$ cat config.mk
export PLATFORM = sky130hd
export DESIGN_NAME = addr_router
export DESIGN_NICKNAME = d
export VERILOG_FILES = /design/src/logic/loader_pkg.sv /design/src/logic/addr_router.sv
export VERILOG_INCLUDE_DIRS = /design/src /design/src/logic
export SDC_FILE = /design/constraint.sdc
export NUM_CORES = 1
export LEC_CHECK = 0
export BUFFER_PORTS_ARGS = -buffer_cell sky130_fd_sc_hd__clkbuf_2
export CAP_MARGIN = 20
export CORE_AREA = 2 2 155 157
export CTS_BUF_LIST = sky130_fd_sc_hd__clkbuf_16
export DETAILED_ROUTE_END_ITERATION = 7
export DIE_AREA = 0 0 157 159
export PLACE_DENSITY = 0.44
export SETUP_SLACK_MARGIN = 0.1
export SLEW_MARGIN = 40
export SYNTH_ARGS = -nofsm -noshare
export SYNTH_HDL_FRONTEND = slang
export SYNTH_SLANG_ARGS = --single-unit
export TNS_END_PERCENT = 5
$ cat constraint.sdc
create_clock -name clk_i -period 2.05 [get_ports clk_i]
set_input_delay 0.1025 -clock clk_i [delete_from_list [all_inputs] [get_ports clk_i]]
set_output_delay 0.1025 -clock clk_i [all_outputs]
set_load 0.03 [all_outputs]
$ cat src/logic/loader_macros.svh
// ----------------------------
// Boot loader constants
// Widths, device latency, memory
// size and the host MMIO map
// ----------------------------

`ifndef LOADER_MACROS_SVH
`define LOADER_MACROS_SVH

// Command address and data widths
`define LD_ADDR_W       32
`define LD_DATA_W       64

// Memory depth in words, upper address bits are ignored
`define LD_MEM_WORDS    256

// Words zeroed by the configuration sequencer
`define LD_CFG_ELS      8

// Cycles from device receipt to device response
`define LD_DEV_LATENCY  3

// Host window, everything below goes to memory
`define LD_HOST_BASE    32'h0010_0000

// Register offsets inside the host window
`define LD_FREEZE_OFS   0
`define LD_PUTCHAR_OFS  8
`define LD_FINISH_OFS   16

`endif
$ cat src/logic/loader_pkg.sv
// ----------------------------
// Boot loader package
// Opcode, source, command and
// response types
// ----------------------------

`include "loader_macros.svh"

package loader_pkg;

   // Command opcode
   typedef enum logic
   {
      LD_OP_READ  = 1'b0,
      LD_OP_WRITE = 1'b1
   } ld_op_e;

   // Originator, used to steer the response back
   typedef enum logic
   {
      LD_SRC_CFG  = 1'b0,
      LD_SRC_LOAD = 1'b1
   } ld_src_e;

   typedef struct packed
   {
      ld_op_e                 op;
      ld_src_e                src;
      logic [`LD_ADDR_W-1:0]  addr;
      logic [`LD_DATA_W-1:0]  data;
   } ld_cmd_s;

   // Write responses carry zero data
   typedef struct packed
   {
      ld_src_e                src;
      logic [`LD_DATA_W-1:0]  data;
   } ld_resp_s;

endpackage

$ cat src/logic/addr_router.sv
// ----------------------------
// Address router
// Sends commands to memory or
// host, steers responses back
// ----------------------------

`include "loader_macros.svh"

module addr_router
(
   input  logic                  clk_i,
   input  logic                  rst_i,
   input  logic                  cmd_v_i,
   input  loader_pkg::ld_cmd_s   cmd_i,
   output logic                  mem_cmd_v_o,
   output logic                  host_cmd_v_o,
   output loader_pkg::ld_cmd_s   dev_cmd_o,
   input  logic                  mem_resp_v_i,
   input  loader_pkg::ld_resp_s  mem_resp_i,
   input  logic                  host_resp_v_i,
   input  loader_pkg::ld_resp_s  host_resp_i,
   output logic                  cfg_resp_v_o,
   output logic                  resp_v_o,
   output logic [`LD_DATA_W-1:0] resp_data_o
);

   import loader_pkg::*;

   logic     host_sel;
   logic     mem_v_r;
   logic     host_v_r;
   ld_cmd_s  cmd_r;
   logic     resp_v;
   ld_resp_s resp;

   assign host_sel = (cmd_i.addr >= `LD_ADDR_W'(`LD_HOST_BASE));

   always_ff @(posedge clk_i)
   begin
      if (rst_i)
      begin
         mem_v_r  <= 1'b0;
         host_v_r <= 1'b0;
      end
      else
      begin
         mem_v_r  <= cmd_v_i & ~host_sel;
         host_v_r <= cmd_v_i & host_sel;
      end
   end

   always_ff @(posedge clk_i)
   begin
      cmd_r <= cmd_i;
   end

   assign mem_cmd_v_o  = mem_v_r;
   assign host_cmd_v_o = host_v_r;
   assign dev_cmd_o    = cmd_r;

   // Equal device latency, at most one response per cycle
   assign resp_v = mem_resp_v_i | host_resp_v_i;
   assign resp   = host_resp_v_i ? host_resp_i : mem_resp_i;

   assign cfg_resp_v_o = resp_v & (resp.src == LD_SRC_CFG);
   assign resp_v_o     = resp_v & (resp.src == LD_SRC_LOAD);
   assign resp_data_o  = resp.data;

endmodule

; Word level (Yosys, flattened, before mapping)
; Index checks and enable logic that the tools add are counted.
; Widths: inputs -> output; s select.
[classes]
n_addsub = 0
n_mul = 0
div_mod_pow = 0
order_cmp = 1
eq_ne = 0
n_shift = 0
mux = 1
bitwise_logic = 7
reduce_logical = 0
[ops]
columns = operator, n
row1 = $mux 65, 1
row2 = $ge 32x21->1 const B, 1
row3 = $and 1x1->1, 4
row4 = $not 1->1, 2
row5 = $or 1x1->1, 1
[totals]
reg_bits = 100
latch_bits = 0
ram_bits = 0
romBits = 0
input_bits = 233
output_inout_bits = 166
word_cells = 15
mem_count = 0

; Logic depth before layout (Yosys ltp)
[depth]
word_depth = 3
mapped_depth = 4
depth_no_buf = 2

; Worst setup path after synthesis
; Ideal clock, no wire load.
[synth_timing]
path_type = input to output
startpoint = input host_resp_v_i
endpoint = output resp_v_o
arrival_time_ns = 1.098
setup_slack_ns = 0.849
path_stages = 3
path_buffers = 1
cell_sequence = buf_2 nand2b_1 o21ai_0
[synth_via]
elab_chain_cells = 2
word_cells_on_any_way = 3
[synth_rtl]
columns = item, line_no
row1 = from (decl), addr_router.sv:20  ; input logic host_resp_v_i,
row2 = $or 1x1->1 / $mux 65 (equally long branches), "addr_router.sv:62, addr_router.sv:63"
row3 = $and 1x1->1 *, addr_router.sv:66  ; assign resp_v_o = resp_v & (resp.src == LD_SRC_LOAD);
row4 = to (decl), addr_router.sv:23  ; output logic resp_v_o,
; Every way passes the cells marked *; elsewhere a longest branch is shown, timed or not.

; Final worst setup path
[layout_timing]
startpoint = input host_resp_v_i
endpoint = output resp_data_o[7]
[layout_via]
elab_chain_cells = 1
[layout_rtl]
columns = item, line_no
row1 = $mux 65, addr_router.sv:63  ; assign resp = host_resp_v_i ? host_resp_i : mem_resp_i;
row2 = to (decl), addr_router.sv:24  ; output logic [`LD_DATA_W-1:0] resp_data_o
; No other way between the ends.

==> summary.md <==
| Metric | Value |
|---|---|
| Buffers on Ports | 398 |
| Max-slew violations | 0 |
| Post-CTS sizing | 0 |
| Clock slew at reported path FFs | 0.07 ns |
| Peak supply drop | 353 uV |
| Wire length on met2 | 9580 um |
| Syn nets | 417 |
| Outcome | finished, final reports clean |
| CTS root buf | clkbuf_16 |
| Die area | 25000 um^2 |
| Final setup vio count | 0 |
| Worst-path cell chain | clkbuf_2, buf_12, mux2_2, clkbuf_2 |
| LEAKAGE | 0.00335 uW |
| CP most frequent cell | clkbuf_2 |
| Area Growth Syn to Fin | 129% |
| H-tree depth | 3 |
| Hold WS | 0.0294 ns |
| Core Area | 23200 um^2 |
| WL/cell | 16.5 um |
| Final setup TNS | 0 ns |
| Synth top area cells | dfxtp_1 71%, mux2_2 24%, buf_2 1.2%, mux2_1 1.2%, or4_1 0.53% |
| CP Max Fanout | 53 |
| RSZ-0062 raised after global routing | false |
| Num ports | 399 |
| WHS Endpoint | mem_cmd_v_o |
| Final RePlAce weighted congestion | 0.778 |
| CP Capture Type | output pin |
| Initial antenna violation count | 2 |
| Critical-path top delay cell | mux2_2 |
| Asr flop ratio synth | 0% |
| Post-synth top cells | 100 x dfxtp_1, 61 x mux2_2, 7 x buf_2 |
| Max Used Layer | met4 |
| DRT Pass-1 Iters | 4 |
| Top-count cell post-synth | dfxtp_1 |
| CTS tree | done |
| Grt total ovfl | 0 |
| Maximum number of pins on one net before global-route repair | 54 |
| Met1 wire length | 5270 um |
| Syn_area_per_cell | 15.4 um^2 |
| Post-CTS Setup Bufs | 0 |
| Max incr delay on CP | 0.40 ns |
| Fin crit period | 1.47 ns |
| Synthesized cell area | 2840 um^2 |
| Worst EP required | 1.95 ns |
| Hold path cells | 3 |
| DR vias/cell | 3.34 |
| Net count, final | 919 |
| # DRC | 0 |
| Max-Cap Viols | 0 |
| Post-synthesis cell type count | 13 |
| Die width | 157 um |
| Initial Util | 12.2% |
| Die H | 159 um |
| Maximum root-to-sink buffer count | 2 |
| Post-Syn Instances | 184 |
| Sequential fraction of the synthesis area | 70.5% |
| HP Start | rst_i |
| Fmax | 681 MHz |
| Worst Hold Class | input pin to flop |
| Detail Route Antenna Nets | 0 |
| Rows | 56 |
| Final period util | 71.7% |
| Synth Flop Type | dfxtp_1 |
| #FFs+latches synth | 100 |
| Total number of vias | 3379 |
| Slew HR | 74.4% |
| Synth warn | 0 |
| Drt total wl | 16700 um |
| CP Class | input pin to output pin |
| Gr usage total | 12.7% |
| Synth top area share | 70.5% |
| Share of layout cells above drive strength 1 | 69.0% |
| CTS sink count | 100 |
| Inserted Clock Buffers | 9 |
| Critical Path Source Type | input pin |
| Detail Route met3 WL | 1520 um |
| Detailed placement HPWL | 14100 um |
| Starting DRT DRC Count | 67 |
| Post-synth top area cell | dfxtp_1 |
| Number of synthesized flops with an enable pin | 0 |
| Worst EP arrival | 1.37 ns |
| Worst Tran Pin Value | 0.384 ns |
| Number of global-route vias before repair | 3533 |
| Pwr per Cell Area | 759 nW/um^2 |
| Final hold vios | 0 |
| First-pass GRT wire length | 22700 um |
## sequential cells by signal, summed over array words and instances (netlist names)
register,flops
dev_cmd_o,98
host_cmd_v_o,1
mem_cmd_v_o,1
## power by group
part	internal, uW	switching (uW)
Sequential	2050	27.4
Clock	858	810
Combinational	503	699
## what timing repair did
item | in CTS | in global routing
hold buffers | 99 | 0
setup endpoints to repair | 0 | 0
endpoints found under the hold margin | 100 | 0
## logic make-up (layout without fill, tap and decap cells)
| family | after synthesis | in the layout | synth area share (%) |
|---|---|---|---|
| flops | 100 | 100 | 70.5 |
| mux | 64 | 64 | 25.4 |
| buf+inv | 10 | 517 | 1.63 |
| simple gates | 7 | 7 | 1.72 |
| compound gates | 3 | 3 | 0.749 |
| other cells | 0 | 2 | 0 |
## how the worst max path moves through the flow
stage	start	end	slack, ns	cells past startpoint
after floorplan	host_resp_v_i	resp_v_o	0.85	3
after global placement	host_resp_v_i	resp_data_o[7]	0.55	4
after detailed placement	host_resp_v_i	resp_data_o[7]	0.56	4
after CTS	host_resp_v_i	resp_data_o[7]	0.55	4
after global routing	host_resp_v_i	resp_data_o[7]	0.49	4
final	host_resp_v_i	resp_data_o[7]	0.58	4
## per-stage QoR
stage               cells  worst slack [ns]  area (um^2)  utilization, %  power (uW)
floorplan             184             0.849         2840               -        2690
global placement      895             0.548         5220            22.5        3170
detailed placement    895             0.557         5220            22.5        3170
CTS                  1010             0.548         6500            28.0        5020
global route         1011             0.488         6510            28.1        5150
finish               1012             0.581         6510            28.1        4940
## final cells by class
class	count	area [um^2]
Sequential cell	100	2000
Multi-Input combinational cell	74	791
Tap cell	319	399
Timing Repair Buffer	498	3000
Fill cell	2434	16700
Antenna cell	2	5.00
Inverter	3	11.3
Clock inverter	7	72.6
Clock buffer	9	225
## cell usage in the layout (no fill, tap or decap)
master,Yosys,final
or4_1,2,2
o21ai_0,1,1
o311a_1,1,1
nand2b_1,2,2
o22ai_1,1,1
clkinvlp_4,0,1
dfxtp_1,100,100
dlygate4sd3_1,0,99
inv_1,3,3
inv_8,0,2
buf_12,0,1
clkbuf_16,0,9
clkbuf_2,0,398
diode_2,0,2
nor4_1,1,1
clkinv_4,0,3
clkinv_8,0,1
nand2_1,1,1
mux2_1,3,3
or4_4,1,1
mux2_2,61,61
## per-layer routing
| metal | vias to the layer above | GRT usage [%] |
|---|---|---|
| li1 | 1635 | - |
| met1 | 1487 | 11.0 |
| met2 | 244 | 27.0 |
| met3 | 13 | 4.22 |
| met4 | 0 | 2.46 |
| met5 | - | 0 |
## worst max-delay path, delay by kind of cell
kind / cells / cell delay (ns)
multiplexers: 1 / 0.40
buffers and inverters: 3 / 0.85
(Power assumes the default switching activity.)
