===== config.mk =====
export PLATFORM = sky130hd
export DESIGN_NAME = host_mmio
export DESIGN_NICKNAME = d
export VERILOG_FILES = /design/src/logic/loader_pkg.sv /design/src/logic/host_mmio.sv /design/src/logic/delay_line.sv
export VERILOG_INCLUDE_DIRS = /design/src /design/src/logic
export SDC_FILE = /design/constraint.sdc
export NUM_CORES = 1
export LEC_CHECK = 0
export BUFFER_PORTS_ARGS = -buffer_cell sky130_fd_sc_hd__clkbuf_2
export CORE_UTILIZATION = 45
export DETAILED_ROUTE_END_ITERATION = 7
export PLACE_DENSITY = 0.86
export SETUP_SLACK_MARGIN = 0.02
export SYNTH_ARGS = -nofsm -noshare
export SYNTH_HDL_FRONTEND = slang
export SYNTH_HIERARCHICAL = 1
export SYNTH_SLANG_ARGS = --single-unit

===== constraint.sdc =====
create_clock -name clk_i -period 1.2 [get_ports clk_i]
set_input_delay 0.24 -clock clk_i [delete_from_list [all_inputs] [get_ports clk_i]]
set_output_delay 0.24 -clock clk_i [all_outputs]
set_load 0.02 [all_outputs]

===== src/logic/loader_macros.svh =====
// ----------------------------
// Boot loader constants
// Widths, device latency, memory
// size and the host MMIO map
// ----------------------------

`ifndef LOADER_MACROS_SVH
`define LOADER_MACROS_SVH

// Command address and data widths
`define LD_ADDR_W       32
`define LD_DATA_W       64

// Memory depth in words, upper address bits are ignored
`define LD_MEM_WORDS    256

// Words zeroed by the configuration sequencer
`define LD_CFG_ELS      8

// Cycles from device receipt to device response
`define LD_DEV_LATENCY  3

// Host window, everything below goes to memory
`define LD_HOST_BASE    32'h0010_0000

// Register offsets inside the host window
`define LD_FREEZE_OFS   0
`define LD_PUTCHAR_OFS  8
`define LD_FINISH_OFS   16

`endif

===== src/logic/loader_pkg.sv =====
// ----------------------------
// Boot loader package
// Opcode, source, command and
// response types
// ----------------------------

`include "loader_macros.svh"

package loader_pkg;

   // Command opcode
   typedef enum logic
   {
      LD_OP_READ  = 1'b0,
      LD_OP_WRITE = 1'b1
   } ld_op_e;

   // Originator, used to steer the response back
   typedef enum logic
   {
      LD_SRC_CFG  = 1'b0,
      LD_SRC_LOAD = 1'b1
   } ld_src_e;

   typedef struct packed
   {
      ld_op_e                 op;
      ld_src_e                src;
      logic [`LD_ADDR_W-1:0]  addr;
      logic [`LD_DATA_W-1:0]  data;
   } ld_cmd_s;

   // Write responses carry zero data
   typedef struct packed
   {
      ld_src_e                src;
      logic [`LD_DATA_W-1:0]  data;
   } ld_resp_s;

endpackage


===== src/logic/host_mmio.sv =====
// ----------------------------
// Host MMIO block
// Freeze, putchar and finish
// registers behind one window
// ----------------------------

`include "loader_macros.svh"

module host_mmio
(
   input  logic                 clk_i,
   input  logic                 rst_i,
   input  logic                 cmd_v_i,
   input  loader_pkg::ld_cmd_s  cmd_i,
   output logic                 resp_v_o,
   output loader_pkg::ld_resp_s resp_o,
   output logic                 freeze_o,
   output logic                 char_v_o,
   output logic [7:0]           char_o,
   output logic                 program_finish_o
);

   import loader_pkg::*;

   logic [`LD_ADDR_W-1:0]     offset;
   logic                      is_freeze;
   logic                      is_putchar;
   logic                      is_finish;
   logic                      wr;
   logic                      freeze_r;
   logic [`LD_DEV_LATENCY-1:0] finish_sr;
   ld_resp_s                  resp;

   assign offset     = cmd_i.addr - `LD_ADDR_W'(`LD_HOST_BASE);
   assign is_freeze  = (offset == `LD_ADDR_W'(`LD_FREEZE_OFS));
   assign is_putchar = (offset == `LD_ADDR_W'(`LD_PUTCHAR_OFS));
   assign is_finish  = (offset == `LD_ADDR_W'(`LD_FINISH_OFS));
   assign wr         = cmd_v_i & (cmd_i.op == LD_OP_WRITE);

   // Bit 0 is the finish register, the rest match the device latency
   always_ff @(posedge clk_i)
   begin
      if (rst_i)
      begin
         freeze_r  <= 1'b0;
         finish_sr <= '0;
      end
      else
      begin
         if (wr && is_freeze)
            freeze_r <= cmd_i.data[0];
         finish_sr[0] <= finish_sr[0] | (wr & is_finish);
         for (int i = 1; i < `LD_DEV_LATENCY; i++)
            finish_sr[i] <= finish_sr[i-1];
      end
   end

   always_comb
   begin
      resp.src  = cmd_i.src;
      resp.data = '0;
      if (cmd_i.op == LD_OP_READ && is_freeze)
         resp.data[0] = freeze_r;
   end

   assign freeze_o         = freeze_r;
   assign program_finish_o = finish_sr[`LD_DEV_LATENCY-1];

   delay_line
   #(
      .payload_t(ld_resp_s),
      .depth_p  (`LD_DEV_LATENCY)
   )
   resp_delay
   (
      .clk_i (clk_i)
      ,.rst_i (rst_i)
      ,.v_i   (cmd_v_i)
      ,.data_i(resp)
      ,.v_o   (resp_v_o)
      ,.data_o(resp_o)
   );

   // Low byte of the write data is the character
   delay_line
   #(
      .payload_t(logic [7:0]),
      .depth_p  (`LD_DEV_LATENCY)
   )
   char_delay
   (
      .clk_i (clk_i)
      ,.rst_i (rst_i)
      ,.v_i   (wr & is_putchar)
      ,.data_i(cmd_i.data[7:0])
      ,.v_o   (char_v_o)
      ,.data_o(char_o)
   );

endmodule


===== src/logic/delay_line.sv =====
// ----------------------------
// Delay line
// Fixed-depth chain of valid
// tagged registers, any payload
// ----------------------------

module delay_line
#(
   parameter type payload_t = loader_pkg::ld_resp_s,
   parameter int  depth_p   = 3
)
(
   input  logic     clk_i,
   input  logic     rst_i,
   input  logic     v_i,
   input  payload_t data_i,
   output logic     v_o,
   output payload_t data_o
);

   logic     v_r    [depth_p];
   payload_t data_r [depth_p];

   // Only the valid tags are cleared
   always_ff @(posedge clk_i)
   begin
      if (rst_i)
      begin
         for (int i = 0; i < depth_p; i++)
            v_r[i] <= 1'b0;
      end
      else
      begin
         v_r[0] <= v_i;
         for (int i = 1; i < depth_p; i++)
            v_r[i] <= v_r[i-1];
      end
   end

   always_ff @(posedge clk_i)
   begin
      data_r[0] <= data_i;
      for (int i = 1; i < depth_p; i++)
         data_r[i] <= data_r[i-1];
   end

   assign v_o    = v_r[depth_p-1];
   assign data_o = data_r[depth_p-1];

endmodule


# Word-level counts from Yosys, hierarchy flattened
# Memory sizes are Yosys's and may differ from the RTL's.
# Cells that the tools add are included.
[totals]
input_bits = 101
wordCells = 33
output_inout_bits = 77
ramBits = 225
reg_bits = 4
mem_count = 4
[classes]
n_addsub = 1
n_reduce_logical = 3
mux = 10
n_eq_ne = 2
bitwise = 11
[mem_list]
columns = ["name", "depth", "width", "rd", "rd_clocked_by_memory_dff", "wr", "line_no", "rtl"]
rows = [
  ["resp_delay.data_r", 3, 65, 3, 0, 3, "delay_line.sv:22", "payload_t data_r [depth_p];"],
  ["char_delay.data_r", 3, 8, 3, 0, 3, "delay_line.sv:22", ""],
  ["char_delay.v_r", 3, 1, 3, 0, 3, "delay_line.sv:21", "logic v_r [depth_p];"],
  ["resp_delay.v_r", 3, 1, 3, 0, 3, "delay_line.sv:21", ""],
]
[ops]
columns = ["operator", "count"]
rows = [
  ["32-bit by 4-bit == test with 1-bit output, second input constant", 1],
  ["32-bit by 5-bit == test with 1-bit output, second input constant", 1],
  ["32-bit logical NOT", 1],
  ["32-bit by 21-bit subtractor with 32-bit output, second input constant", 1],
  ["1-bit 2-to-1 mux", 10],
  ["1-bit OR", 7],
  ["1-bit bitwise AND", 3],
  ["1-bit logical AND", 2],
  ["1-bit inverter", 1],
]

# Depth between registers and ports, before layout
[logic_depth]
ltp_word = 4
depth_mapped = 5
ltp_nobuf = 5

# Hierarchy
# Netlist, hierarchy kept.
[by_module_without_submodules]
columns = ["module", "cells_each", "instances", "area_per_inst_um2", "seq_area_each_um2"]
rows = [
  ["delay_line at resp_delay", 266, 1, 4470.5, 3963.8],
  ["delay_line at char_delay", 38, 1, 619.3, 540.5],
  ["host_mmio", 32, 1, 251.5, 80.1],
]

# Least setup slack after synthesis
# No wires, ideal clock.
[synth_timing]
kind = "input to register"
startpoint = "input port cmd_i[93] (netlist name)"
endpoint = "register finish_sr[0]"
required_ps = 1130
slack_ps = -138
setup_time_ps = 70
stages = 4
arrival_ps = 1268
path_buffers = 0
path_cell_list = "nor4_1 > nand4_1 > or4_1 > a21oi_1"
[synth_via]
elab_chain_cells = 4
[synth_rtl]
columns = ["element", "line_no", "rtl"]
rows = [
  ["start, declared", "host_mmio.sv:14", "input loader_pkg::ld_cmd_s cmd_i,"],
  ["32-bit by 21-bit subtractor with 32-bit output", "host_mmio.sv:34", "assign offset = cmd_i.addr - `LD_ADDR_W'(`LD_HOST_BASE);"],
  ["32-bit by 5-bit == test with 1-bit output", "host_mmio.sv:37", "assign is_finish = (offset == `LD_ADDR_W'(`LD_FINISH_OFS));"],
  ["1-bit bitwise AND", "host_mmio.sv:52", "finish_sr[0] <= finish_sr[0] | (wr & is_finish);"],
  ["1-bit OR", "host_mmio.sv:52", ""],
  ["end signal, assigned", "host_mmio.sv:52", ""],
  ["end signal, assigned by index", "host_mmio.sv:54", "finish_sr[i] <= finish_sr[i-1];"],
  ["end, declared", "host_mmio.sv:31", "logic [`LD_DEV_LATENCY-1:0] finish_sr;"],
]
# Every way passes these cells.
# A chain may end at the register's enable or synchronous reset.

# Final worst setup path
[layout_timing]
startpoint = "register freeze_r, in the netlist freeze_o"
endpoint = "output port freeze_o"
[layout_rtl]
columns = ["element", "line_no", "rtl"]
rows = [
  ["start, declared", "host_mmio.sv:30", "logic freeze_r;"],
  ["start signal, assigned", "host_mmio.sv:51", "freeze_r <= cmd_i.data[0];"],
  ["end, declared", "host_mmio.sv:17", "output logic freeze_o,"],
]
# No word-level cell between the ends.

==> flow_metrics.env <==
export IMPL_status="finished with violations"
export IMPL_violations="DRC"
export IMPL_tns_ns=0
export IMPL_rsz0062_at_grt="yes"
export IMPL_worstPathRequired_ns=0.96
export IMPL_rows=39
export IMPL_place_ws_ns=-0.332
export IMPL_critical_path_peak_fanout=3
export IMPL_design_area_sq_mm=0.00746
export IMPL_min_path_cells=2
export IMPL_p_leak_nw=3.29
export IMPL_grt_pass1_vias=2536
export IMPL_post_cts_buffers=0
export IMPL_gp_congestion=0.744
export IMPL_regArea_sq_mm=0.00468
export IMPL_postSynthAreaPerCell_sq_um=15.9
export IMPL_start_kind="flip-flop"
export IMPL_slowest_delay_ns=0.36
export IMPL_fmax_ghz=0.844
export IMPL_cts_tree="done"
export IMPL_cts_made_buffers=21
export IMPL_grt_max_degree=16
export IMPL_syn_area_sq_mm=0.00534
export IMPL_yosys_cell_types_count=18
export IMPL_maxCapViolations=0
export IMPL_setup_slack_ns=0.0145
export IMPL_n_antenna_cell=0
export IMPL_die_w_um=111
export IMPL_fin_crit_ns=1.19
export IMPL_final_max_slew_viol_count=0
export IMPL_syn2layout_area_growth_pct=39.8
export IMPL_finalNetCount=580
export IMPL_worst_skew_pair_late_latency_ns=0.47
export IMPL_vias=2378
export IMPL_synth_top_area_share_pct=85.8
export IMPL_crit_chain="buf_8"
export IMPL_dpl_cell_count=590
export IMPL_dpl_hpwl_um=4230
export IMPL_synth_area_leaders="dfxtp_1 (86%), buf_4 (10%), nor2b_1 (0.82%), nor4_1 (0.59%), nand4_1 (0.35%)"
export IMPL_grt_pass1_wl_um=11700
export IMPL_first_pass_iters=6
export IMPL_hp_class="in -> reg"
export IMPL_cts_buffer_depth=3
export IMPL_viasPerCell=3.75
export IMPL_critPathTopFamily="flip-flops"
export IMPL_fill_cells=766
export IMPL_seq_area_frac_synth_pct=85.8
export IMPL_drtIter0Drc=103
export IMPL_finalClockSkew_ns=0.00649
export IMPL_crit_slowest_cell="dfxtp_4"
export IMPL_finalHoldViolCount=0
export IMPL_layout_cells_non_filler=634
export IMPL_yosysWarnings=6
export IMPL_crit_reg2reg_capture="freeze_o"
export IMPL_pwr_density_cell_mw_per_mm2=2010
export IMPL_end_kind="output port"
export IMPL_fp_dieH_um=111
export IMPL_drive_gt1_share_pct=47.0
export IMPL_grt_overflow=0
export IMPL_boundaryPins=178
export IMPL_utilization_pct=64.8
export IMPL_antenna_found_initial=0
export IMPL_clock_sinks=229
export IMPL_drtAntennaViolNets=0
export IMPL_path_clk_slew_ns=0.06
export IMPL_reg2reg_depth=2
export IMPL_htree_levels=1
export IMPL_core_area_sq_mm=0.0115
export IMPL_dieArea_sq_mm=0.0123
export IMPL_holdPathEnd="resp_delay/v_r[0][0]"
export IMPL_finalCritPeriodShare_pct=98.8
export IMPL_critPathBufInv=1
export IMPL_ys_ff_latch=229
export IMPL_synth_largest_area_cell="dfxtp_1"
export IMPL_min_from="cmd_v_i"
export IMPL_cts_root_buf="clkbuf_16"
export IMPL_numPortBuffers=121
export IMPL_initial_utilization_pct=46.4
export IMPL_multi_input_area_sq_um=485
export IMPL_vdd_drop_max_mv=0.984
export IMPL_drc_errors=21
export IMPL_grt_usage_pct=12.3
export IMPL_cp_arrival_ns=0.95
export IMPL_crit_type="reg -> out"
export IMPL_synthCells=336
export IMPL_worstReg2RegStart="freeze_o"
export IMPL_setup_viol=0
export IMPL_placed_area_sq_mm=0.00587
export IMPL_wl_per_cell_um=11.7
export IMPL_worst_r2r_setup_slack_ns=0.58
export IMPL_routed_wl_um=7390
==> area by class of cell <==
cell class              count  area share (%)
well taps                 143            2.40
flip-flops and latches    229            62.7
clock buffers              31            7.95
clock inverters             4           0.704
repair buffers            131            19.6
multi-input cells          94            6.50
inverters                   2           0.101
==> metrics by stage <==
stage	hold slack (ns)	power, W
after floorplan	0.268	0.00860
after global placement	0.310	0.00864
after detailed placement	0.312	0.00868
after CTS	0.0346	0.0150
after global routing	0.0370	0.0156
final	0.0497	0.0150
==> cell usage after synthesis <==
library cell	n
or4_1	1
inv_1	2
nor4_2	1
and3_1	1
conb_1	1
and4_1	1
nand2b_1	2
dfxtp_1	229
nor2b_1	7
nor2_1	4
nor4_1	5
nor3_1	2
a21oi_1	1
mux2i_1	1
nor4b_1	1
buf_4	73
nand3b_1	1
nand4_1	3
==> routing by layer <==
layer / part of all wire [%] / wire [um] / global-route usage, % / vias up
li1: - / - / - / 1201
met1: 31 / 2270 / 10.3 / 1063
met2: 60 / 4420 / 26.0 / 97
met3: 6.5 / 478 / 3.23 / 17
met4: 3.0 / 218 / 5.48 / 0
met5: 0 / 0 / 0 / -
==> placed cells by master (no fill, tap or decap), types with 2 or more instances in the layout <==
| cell | instances |
|---|---|
| clkbuf_16 | 21 |
| clkinvlp_4 | 3 |
| clkbuf_1 | 7 |
| clkbuf_2 | 44 |
| nor2_1 | 4 |
| nor3_1 | 2 |
| nand4_1 | 3 |
| inv_1 | 2 |
| nor4_1 | 2 |
| dfxtp_2 | 75 |
| nand2b_1 | 2 |
| buf_8 | 75 |
| dfxtp_1 | 153 |
| dlygate4sd3_1 | 9 |
| clkbuf_8 | 4 |
| conb_1 | 63 |
| nor4_4 | 3 |
| nor2b_1 | 7 |
| buf_4 | 2 |
==> sequential cells by signal, indices dropped and copies added (netlist names) <==
register	flops
freeze_o	1
char_delay/v_r	3
resp_delay/v_r	3
resp_delay/data_r	195
finish_sr	3
char_delay/data_r	24
==> timing repair <==
item                       in CTS  in global routing
setup endpoints to repair      77                 76
resized for setup             214                 85
hold buffers                    9                  0
hold endpoints to repair        9                  0
==> logic make-up after synthesis <==
logic type	Yosys count	share of synthesized area (%)
flops	229	85.8
buf+inv	75	10.4
simple gates	29	3.42
compound gates	1	0.0936
mux	1	0.187
other cells	1	0.0702
==> report_power, final <==
part | internal (W) | leakage (nW) | switching, W
Combinational | 0.000401 | 1.05 | 0.000292
Clock | 0.00363 | 0.303 | 0.00249
Sequential | 0.00802 | 1.93 | 0.000152
==> worst max-delay path by stage <==
stage                    from            to  slack, ns  cells after the start
floorplan           cmd_i[66]  finish_sr[0]      -0.12                      4
global placement    cmd_i[71]  finish_sr[0]      -0.28                      5
detailed placement  cmd_i[71]  finish_sr[0]      -0.33                      5
CTS                  freeze_o      freeze_o      -0.01                      1
global route         freeze_o      freeze_o      -0.01                      1
finish               freeze_o      freeze_o       0.01                      1
Power figures use the tool's default switching activity.
