`src/logic/loader_macros.svh`:
```
// ----------------------------
// Boot loader constants
// Widths, device latency, memory
// size and the host MMIO map
// ----------------------------

`ifndef LOADER_MACROS_SVH
`define LOADER_MACROS_SVH

// Command address and data widths
`define LD_ADDR_W       32
`define LD_DATA_W       64

// Memory depth in words, upper address bits are ignored
`define LD_MEM_WORDS    256

// Words zeroed by the configuration sequencer
`define LD_CFG_ELS      8

// Cycles from device receipt to device response
`define LD_DEV_LATENCY  3

// Host window, everything below goes to memory
`define LD_HOST_BASE    32'h0010_0000

// Register offsets inside the host window
`define LD_FREEZE_OFS   0
`define LD_PUTCHAR_OFS  8
`define LD_FINISH_OFS   16

`endif
```
`src/logic/loader_pkg.sv`:
```
// ----------------------------
// Boot loader package
// Opcode, source, command and
// response types
// ----------------------------

`include "loader_macros.svh"

package loader_pkg;

   // Command opcode
   typedef enum logic
   {
      LD_OP_READ  = 1'b0,
      LD_OP_WRITE = 1'b1
   } ld_op_e;

   // Originator, used to steer the response back
   typedef enum logic
   {
      LD_SRC_CFG  = 1'b0,
      LD_SRC_LOAD = 1'b1
   } ld_src_e;

   typedef struct packed
   {
      ld_op_e                 op;
      ld_src_e                src;
      logic [`LD_ADDR_W-1:0]  addr;
      logic [`LD_DATA_W-1:0]  data;
   } ld_cmd_s;

   // Write responses carry zero data
   typedef struct packed
   {
      ld_src_e                src;
      logic [`LD_DATA_W-1:0]  data;
   } ld_resp_s;

endpackage

```
`src/logic/cfg_sequencer.sv`:
```
// ----------------------------
// Configuration sequencer
// Freezes the system, clears the
// low memory words, unfreezes,
// then waits for every ack
// ----------------------------

`include "loader_macros.svh"

module cfg_sequencer
#(
   parameter bit skip_init_p = 0
)
(
   input  logic                clk_i,
   input  logic                rst_i,
   output logic                cfg_cmd_v_o,
   output loader_pkg::ld_cmd_s cfg_cmd_o,
   input  logic                cfg_resp_v_i,
   output logic                cfg_done_o
);

   import loader_pkg::*;

   localparam int total_lp = skip_init_p ? 2 : 2 + `LD_CFG_ELS;
   localparam int cnt_w_lp = $clog2(total_lp + 1);
   localparam logic [`LD_ADDR_W-1:0] freeze_addr_lp = `LD_HOST_BASE + `LD_FREEZE_OFS;

   typedef enum logic [1:0]
   {
      STEP_FREEZE,
      STEP_CLEAR,
      STEP_THAW,
      STEP_IDLE
   } step_e;

   step_e               step_r;
   logic [cnt_w_lp-1:0] issue_cnt_r;
   logic [cnt_w_lp-1:0] ack_cnt_r;
   logic [cnt_w_lp-1:0] clear_idx;
   logic                last_clear;
   logic                cmd_v_r;
   logic                done_r;
   ld_cmd_s             cmd_r;

   // The freeze write is issue 0, so clear words start at issue 1
   assign clear_idx  = issue_cnt_r - cnt_w_lp'(1);
   assign last_clear = (clear_idx == cnt_w_lp'(`LD_CFG_ELS - 1));

   always_ff @(posedge clk_i)
   begin
      if (rst_i)
      begin
         step_r      <= STEP_FREEZE;
         issue_cnt_r <= '0;
         ack_cnt_r   <= '0;
         cmd_v_r     <= 1'b0;
         done_r      <= 1'b0;
      end
      else
      begin
         cmd_v_r <= (step_r != STEP_IDLE);
         if (step_r != STEP_IDLE)
            issue_cnt_r <= issue_cnt_r + 1'b1;

         case (step_r)
            STEP_FREEZE:
            begin
               if (skip_init_p)
                  step_r <= STEP_THAW;
               else
                  step_r <= STEP_CLEAR;
            end
            STEP_CLEAR:
            begin
               if (last_clear)
                  step_r <= STEP_THAW;
            end
            default: step_r <= STEP_IDLE;
         endcase

         if (cfg_resp_v_i)
            ack_cnt_r <= ack_cnt_r + 1'b1;

         // Done once everything issued has been acknowledged
         if (cfg_resp_v_i && ack_cnt_r == cnt_w_lp'(total_lp - 1)
             && issue_cnt_r == cnt_w_lp'(total_lp))
            done_r <= 1'b1;
      end
   end

   always_ff @(posedge clk_i)
   begin
      cmd_r.op  <= LD_OP_WRITE;
      cmd_r.src <= LD_SRC_CFG;
      case (step_r)
         STEP_FREEZE:
         begin
            cmd_r.addr <= freeze_addr_lp;
            cmd_r.data <= `LD_DATA_W'(1);
         end
         STEP_CLEAR:
         begin
            cmd_r.addr <= `LD_ADDR_W'(clear_idx);
            cmd_r.data <= '0;
         end
         default:
         begin
            cmd_r.addr <= freeze_addr_lp;
            cmd_r.data <= '0;
         end
      endcase
   end

   assign cfg_cmd_v_o = cmd_v_r;
   assign cfg_cmd_o   = cmd_r;
   assign cfg_done_o  = done_r;

endmodule

```
`config.mk`:
```
export PLATFORM = sky130hd
export DESIGN_NAME = cfg_sequencer
export DESIGN_NICKNAME = d
export VERILOG_FILES = /design/src/logic/loader_pkg.sv /design/src/logic/cfg_sequencer.sv
export VERILOG_INCLUDE_DIRS = /design/src /design/src/logic
export SDC_FILE = /design/constraint.sdc
export NUM_CORES = 1
export LEC_CHECK = 0
export BUFFER_PORTS_ARGS = -buffer_cell sky130_fd_sc_hd__buf_2
export CAP_MARGIN = 10
export CORE_MARGIN = 1
export CORE_UTILIZATION = 35
export CTS_BUF_LIST = sky130_fd_sc_hd__clkbuf_4
export CTS_CLUSTER_SIZE = 16
export DETAILED_ROUTE_END_ITERATION = 7
export GPL_TIMING_DRIVEN = 0
export HOLD_SLACK_MARGIN = 0.05
export PLACE_DENSITY_LB_ADDON = 0.12
export SETUP_SLACK_MARGIN = 0.02
export SKIP_CTS_REPAIR_TIMING = 1
export SLEW_MARGIN = 20
export SYNTH_ARGS = -nofsm -noshare
export SYNTH_HDL_FRONTEND = slang
export SYNTH_SLANG_ARGS = --single-unit
```
`constraint.sdc`:
```
create_clock -name clk_i -period 1.8 [get_ports clk_i]
set_clock_uncertainty 0.05 [all_clocks]
set_input_delay 0.27 -clock clk_i [delete_from_list [all_inputs] [get_ports clk_i]]
set_output_delay 0.27 -clock clk_i [all_outputs]
set_load 0.03 [all_outputs]
```
**Word-level counts from Yosys, hierarchy flattened**

Index checks and enable logic that the tools add are counted.
W data, S select, Z words.

- Register bits after elaboration: 108
- Logic and storage cells: 22

- $add $sub $neg: 3
- Equality and inequality tests: 6
- Muxes and demuxes: 3
- Reduce and logical (&&, ||, !) cells: 3

Operators by type and width:

| kind | count |
|---|---|
| $pmux W85 S2 | 1 |
| $add A4 B1 Y4 const B | 2 |
| $eq A4 B4 Y1 const B | 2 |
| $eq A4 B3 Y1 const B | 1 |
| $ne A2 B2 Y1 const B | 2 |
| $pmux W2 S2 | 1 |
| $sub A4 B1 Y4 const B | 1 |
| $eq A2 B1 Y1 const B | 1 |
| $logic_and A1 B1 Y1 | 2 |
| $logic_not A2 Y1 | 1 |
| $mux W2 | 1 |

**Longest topological paths before layout**

- Word-level depth: 4
- Gate-level depth with buffers: 6
- Gate-level depth less buffers: 6

**Worst setup path after synthesis**

No wires, ideal clock.

- Path kind: register to register
- Start: register issue_cnt_r[0]
- End: register step_r[1]
- Library setup time: 0.083 ns
- Arrival: 1.341 ns
- Path slack: 0.326 ns
- Cell stages (with the launch flop): 7
- Buffers on the path: 0
- Clock period less this slack: 1.474 ns
- Cells stage by stage: dfxtp_1 -> inv_1 -> ha_1 -> and2b_1 -> a21oi_2 -> or3_1 -> o221ai_1

- Longest elaborated chain between the ends: 3

Ends and longest elaborated chain:

| element | line | RTL |
|---|---|---|
| start, declared | cfg_sequencer.sv:38 | `logic [cnt_w_lp-1:0] issue_cnt_r;` |
| start signal, assigned | cfg_sequencer.sv:64 | `issue_cnt_r <= issue_cnt_r + 1'b1;` |
| $sub A4 B1 Y4 | cfg_sequencer.sv:47 | `assign clear_idx = issue_cnt_r - cnt_w_lp'(1);` |
| named net clear_idx[0] | cfg_sequencer.sv:40 | `logic [cnt_w_lp-1:0] clear_idx;` |
| $eq A4 B3 Y1 | cfg_sequencer.sv:48 | `` assign last_clear = (clear_idx == cnt_w_lp'(`LD_CFG_ELS - 1)); `` |
| $ne A2 B2 Y1 (no source line) | n/a |  |
| end signal, assigned | cfg_sequencer.sv:54 | `step_r <= STEP_FREEZE;` |
| end signal, assigned | cfg_sequencer.sv:70 | `step_r <= STEP_THAW;` |
| end signal, assigned | cfg_sequencer.sv:72 | `step_r <= STEP_CLEAR;` |
| end, declared | cfg_sequencer.sv:37 | `step_e step_r;` |

The timed path passes the listed nets, and every way through them passes these cells.
A chain may end at the register's enable or synchronous reset.

**Worst setup path after layout**

Same ends and word-level chain as after synthesis.

==> metrics.log <==
INFO  metric cellLeakagePower = 1.18 nW
INFO  metric p_sw_share = 43.2%
INFO  metric cts_tree = built
INFO  metric clock_insertion_delay_worst_skew = 0.28 ns
INFO  metric die-width = 65.8 um
INFO  metric internal_power = 736 uW
INFO  metric floorplan.core_area = 3770 um2
INFO  metric antenna_violating_nets_left = 0
INFO  metric num_cts_buffers = 3
INFO  metric most_frequently_used_cell_type_in_the_post_synthesis_netlist = sky130_fd_sc_hd__buf_4
INFO  metric critPathRequiredTime = 1.96 ns
INFO  metric numPortBuffers = 10
INFO  metric async_reset_ff_share = 0%
INFO  metric synthesis.instances = 170
INFO  metric worst_setup_path_end_kind = flop
INFO  metric totalNegativeSetupSlack = 0 ns
INFO  metric area.growth.synth_to_final = 33.2%
INFO  metric final_nets = 284
INFO  metric ys.warnings.count = 0
INFO  metric r2r_end = step_r[1]
INFO  metric power_density = 681 nW/um2
INFO  metric seq_power_share = 36.7%
INFO  metric run_status = complete, no violations
INFO  metric layout-drive-gt1-share = 39.4%
INFO  metric cts-root-buf = sky130_fd_sc_hd__clkbuf_4
INFO  metric slew_limit_fails = 0
INFO  metric design.die.area = 4330 um2
INFO  metric timing.hold.worst_path_depth = 2
INFO  metric fmax = 0.624 GHz
INFO  metric synth_area = 1430 um2
INFO  metric synth_sequential_area_ratio = 25.3%
INFO  metric clock-sinks = 18
INFO  metric setup_slack_reg_to_reg = 0.20 ns
INFO  metric synth.top_cell.area_share = 48.4%
INFO  metric die_height = 65.8 um
INFO  metric yosys_most_used_dff = sky130_fd_sc_hd__dfxtp_1
INFO  metric ir_worst_vdd = 0.000263 V
INFO  metric layout_min_cycle_time = 1.60 ns
INFO  metric power.share.clock = 15.3%
INFO  metric drc_violations_left = 0
INFO  metric synthDominantAreaCellType = sky130_fd_sc_hd__buf_4
INFO  metric grt_overflow = 0
INFO  metric global_route.usage.total = 8.58%
INFO  metric vias = 981
INFO  metric min-delay-start = rst_i
INFO  metric place.gp.congestion = 0.677
INFO  metric synth.top_cells.by_count = sky130_fd_sc_hd__buf_4 (92), sky130_fd_sc_hd__dfxtp_1 (18), sky130_fd_sc_hd__nor2_1 (14), sky130_fd_sc_hd__ha_1 (6), sky130_fd_sc_hd__nand2_1 (6)
INFO  metric finalCritPeriodShare = 89.0%
INFO  metric antenna_cells = 0
INFO  metric grt_start_max_net_pins = 11
INFO  metric placement_rows = 22
INFO  metric cap_viol_max_count = 0
INFO  metric antenna_found_initial = 0
INFO  metric route.detailed.vias_per_inst = 3.05
INFO  metric path_class = reg2reg
INFO  metric holdCritPathClass = in2reg
INFO  metric hpwl = 1.72 mm
INFO  metric global_route_wire_length_before_repair = 2.87 mm
INFO  metric r2r_start = issue_cnt_r[0]
INFO  metric rsz0062_at_grt = false
INFO  metric startpoint_type_of_the_worst_setup_path = flop
INFO  metric design.portCount = 103
INFO  metric number_of_global_route_vias_before_repair = 708
INFO  metric worst-endpoint-arrival = 1.77 ns
INFO  metric starting_density = 37.8%
INFO  metric timing.final.hold_violations = 0
INFO  metric routed_wire_length_per_instance = 5.96 um
INFO  metric hold_path_end = ack_cnt_r[1]
INFO  metric power.total = 1.29 mW
INFO  metric detailedRoute.firstIterationViolations = 18
INFO  metric clk_path_buf_depth = 2
INFO  metric synth_enable_flop_cells = 0
INFO  metric synth.lib_cells_used.distinct = 26
INFO  metric r2r_cells = 6
INFO  metric final_util = 50.4%
INFO  metric net-switching-power = 559 uW
INFO  metric ctsHtreeMaxLevel = 1
INFO  metric power.share.combinational = 48.0%
INFO  metric postSynthRegisterBits = 18
INFO  metric final-setup-viol-count = 0
INFO  metric synth.top_cells.by_area = sky130_fd_sc_hd__buf_4 (48%), sky130_fd_sc_hd__dfxtp_1 (25%), sky130_fd_sc_hd__ha_1 (5.3%), sky130_fd_sc_hd__nor2_1 (3.7%), sky130_fd_sc_hd__xor2_1 (2.5%)
INFO  metric postRouteWirelength = 1.92 mm
INFO  metric peak_fanout_along_the_critical_path = 6
INFO  metric syn-mean-instance-area = 8.39 um2
INFO  metric cts.reportedPaths.clkPinSlew = 0.10 ns
INFO  metric drt_pass1_iterations = 5
-- state kept, by name, summed over array words and instances (netlist names) --
name	count
ack_cnt_r	4
cfg_cmd_v_o	1
cfg_done_o	1
cfg_cmd_o	6
step_r	2
issue_cnt_r	4
-- cells in the final DEF (no fill, tap or decap) --
cell type / Yosys / routed
sky130_fd_sc_hd__or2_1: 1 / 1
sky130_fd_sc_hd__or3_1: 1 / 1
sky130_fd_sc_hd__a211oi_1: 1 / 1
sky130_fd_sc_hd__buf_2: 1 / 11
sky130_fd_sc_hd__dfxtp_1: 18 / 18
sky130_fd_sc_hd__ha_1: 6 / 6
sky130_fd_sc_hd__inv_1: 3 / 3
sky130_fd_sc_hd__o21ai_1: 1 / 1
sky130_fd_sc_hd__o211a_1: 1 / 1
sky130_fd_sc_hd__and2b_1: 2 / 2
sky130_fd_sc_hd__nor2b_1: 1 / 1
sky130_fd_sc_hd__a21oi_2: 1 / 1
sky130_fd_sc_hd__a41oi_1: 2 / 2
sky130_fd_sc_hd__buf_1: 1 / 1
sky130_fd_sc_hd__conb_1: 2 / 92
sky130_fd_sc_hd__nand4_1: 3 / 3
sky130_fd_sc_hd__xor2_1: 4 / 4
sky130_fd_sc_hd__nand3b_1: 1 / 1
sky130_fd_sc_hd__o221ai_1: 1 / 1
sky130_fd_sc_hd__xnor2_1: 3 / 3
sky130_fd_sc_hd__nand3_1: 1 / 1
sky130_fd_sc_hd__clkinv_1: 0 / 1
sky130_fd_sc_hd__nor2_1: 14 / 14
sky130_fd_sc_hd__buf_4: 92 / 92
sky130_fd_sc_hd__clkbuf_4: 0 / 3
sky130_fd_sc_hd__nand2_1: 6 / 6
sky130_fd_sc_hd__a21oi_1: 2 / 2
sky130_fd_sc_hd__inv_2: 1 / 1
-- worst max path at each step --
stage,start,to,cells after the start
2_1_floorplan,issue_cnt_r[0],step_r[1],6
3_3_place_gp,issue_cnt_r[0],step_r[1],6
3_5_place_dp,issue_cnt_r[0],step_r[1],6
4_1_cts,issue_cnt_r[0],step_r[1],6
5_1_grt,issue_cnt_r[0],step_r[1],6
6_report,issue_cnt_r[0],step_r[1],6
-- routing by layer --
metal / global-route usage, % / wire length (um) / vias to the layer above
met5: 0 / 0 / -
met4: 4.89 / 19 / 0
met3: 2.07 / 220 / 2
met2: 14.3 / 951 / 54
met1: 9.93 / 729 / 364
li1: - / - / 561
-- worst max-delay path, stage by stage, from the launching register on --
cell                       delay [ns]
sky130_fd_sc_hd__dfxtp_1         0.44
sky130_fd_sc_hd__inv_1           0.13
sky130_fd_sc_hd__ha_1            0.23
sky130_fd_sc_hd__and2b_1         0.23
sky130_fd_sc_hd__a21oi_2         0.05
sky130_fd_sc_hd__or3_1           0.34
sky130_fd_sc_hd__o221ai_1        0.07
-- cells by family after synthesis --
logic type / after synthesis / share of synthesized area (%)
buf+inv: 98 / 50.1
fa+ha+maj: 6 / 5.26
compound gates: 9 / 4.74
simple gates: 30 / 9.82
other cells: 2 / 0.527
xor+xnor: 7 / 4.30
flops: 18 / 25.3
-- area by class of cell --
type,instances,area [um2]
Clock inverter,1,3.75
Sequential cell,18,360
Tap cell,48,60.1
Timing Repair Buffer,10,50.0
Buffer,94,699
Inverter,4,15.0
Fill cell,386,1870
Multi-Input combinational cell,144,689
Clock buffer,3,22.5
-- power groups by stage --
| stage | sequential [mW] | combinational (mW) | clock [mW] |
|---|---|---|---|
| after floorplan | 0.535 | 0.510 | 0 |
| after global placement | 0.484 | 0.614 | 0 |
| after detailed placement | 0.484 | 0.617 | 0 |
| after CTS | 0.475 | 0.618 | 0.209 |
| after global routing | 0.482 | 0.669 | 0.225 |
| final | 0.475 | 0.621 | 0.199 |
-- stage by stage --
stage | setup WS, ns | hold WS (ns) | cell area (um2) | instances
after detailed placement | 0.210 | 0.413 | 1870 | 318
after global routing | 0.0795 | 0.146 | 1900 | 322
final | 0.197 | 0.144 | 1900 | 322
after CTS | 0.189 | 0.132 | 1900 | 322
after floorplan | 0.326 | 0.298 | 1760 | 260
after global placement | 0.219 | 0.399 | 1870 | 318
No activity file was read; power rests on OpenSTA's default activity.
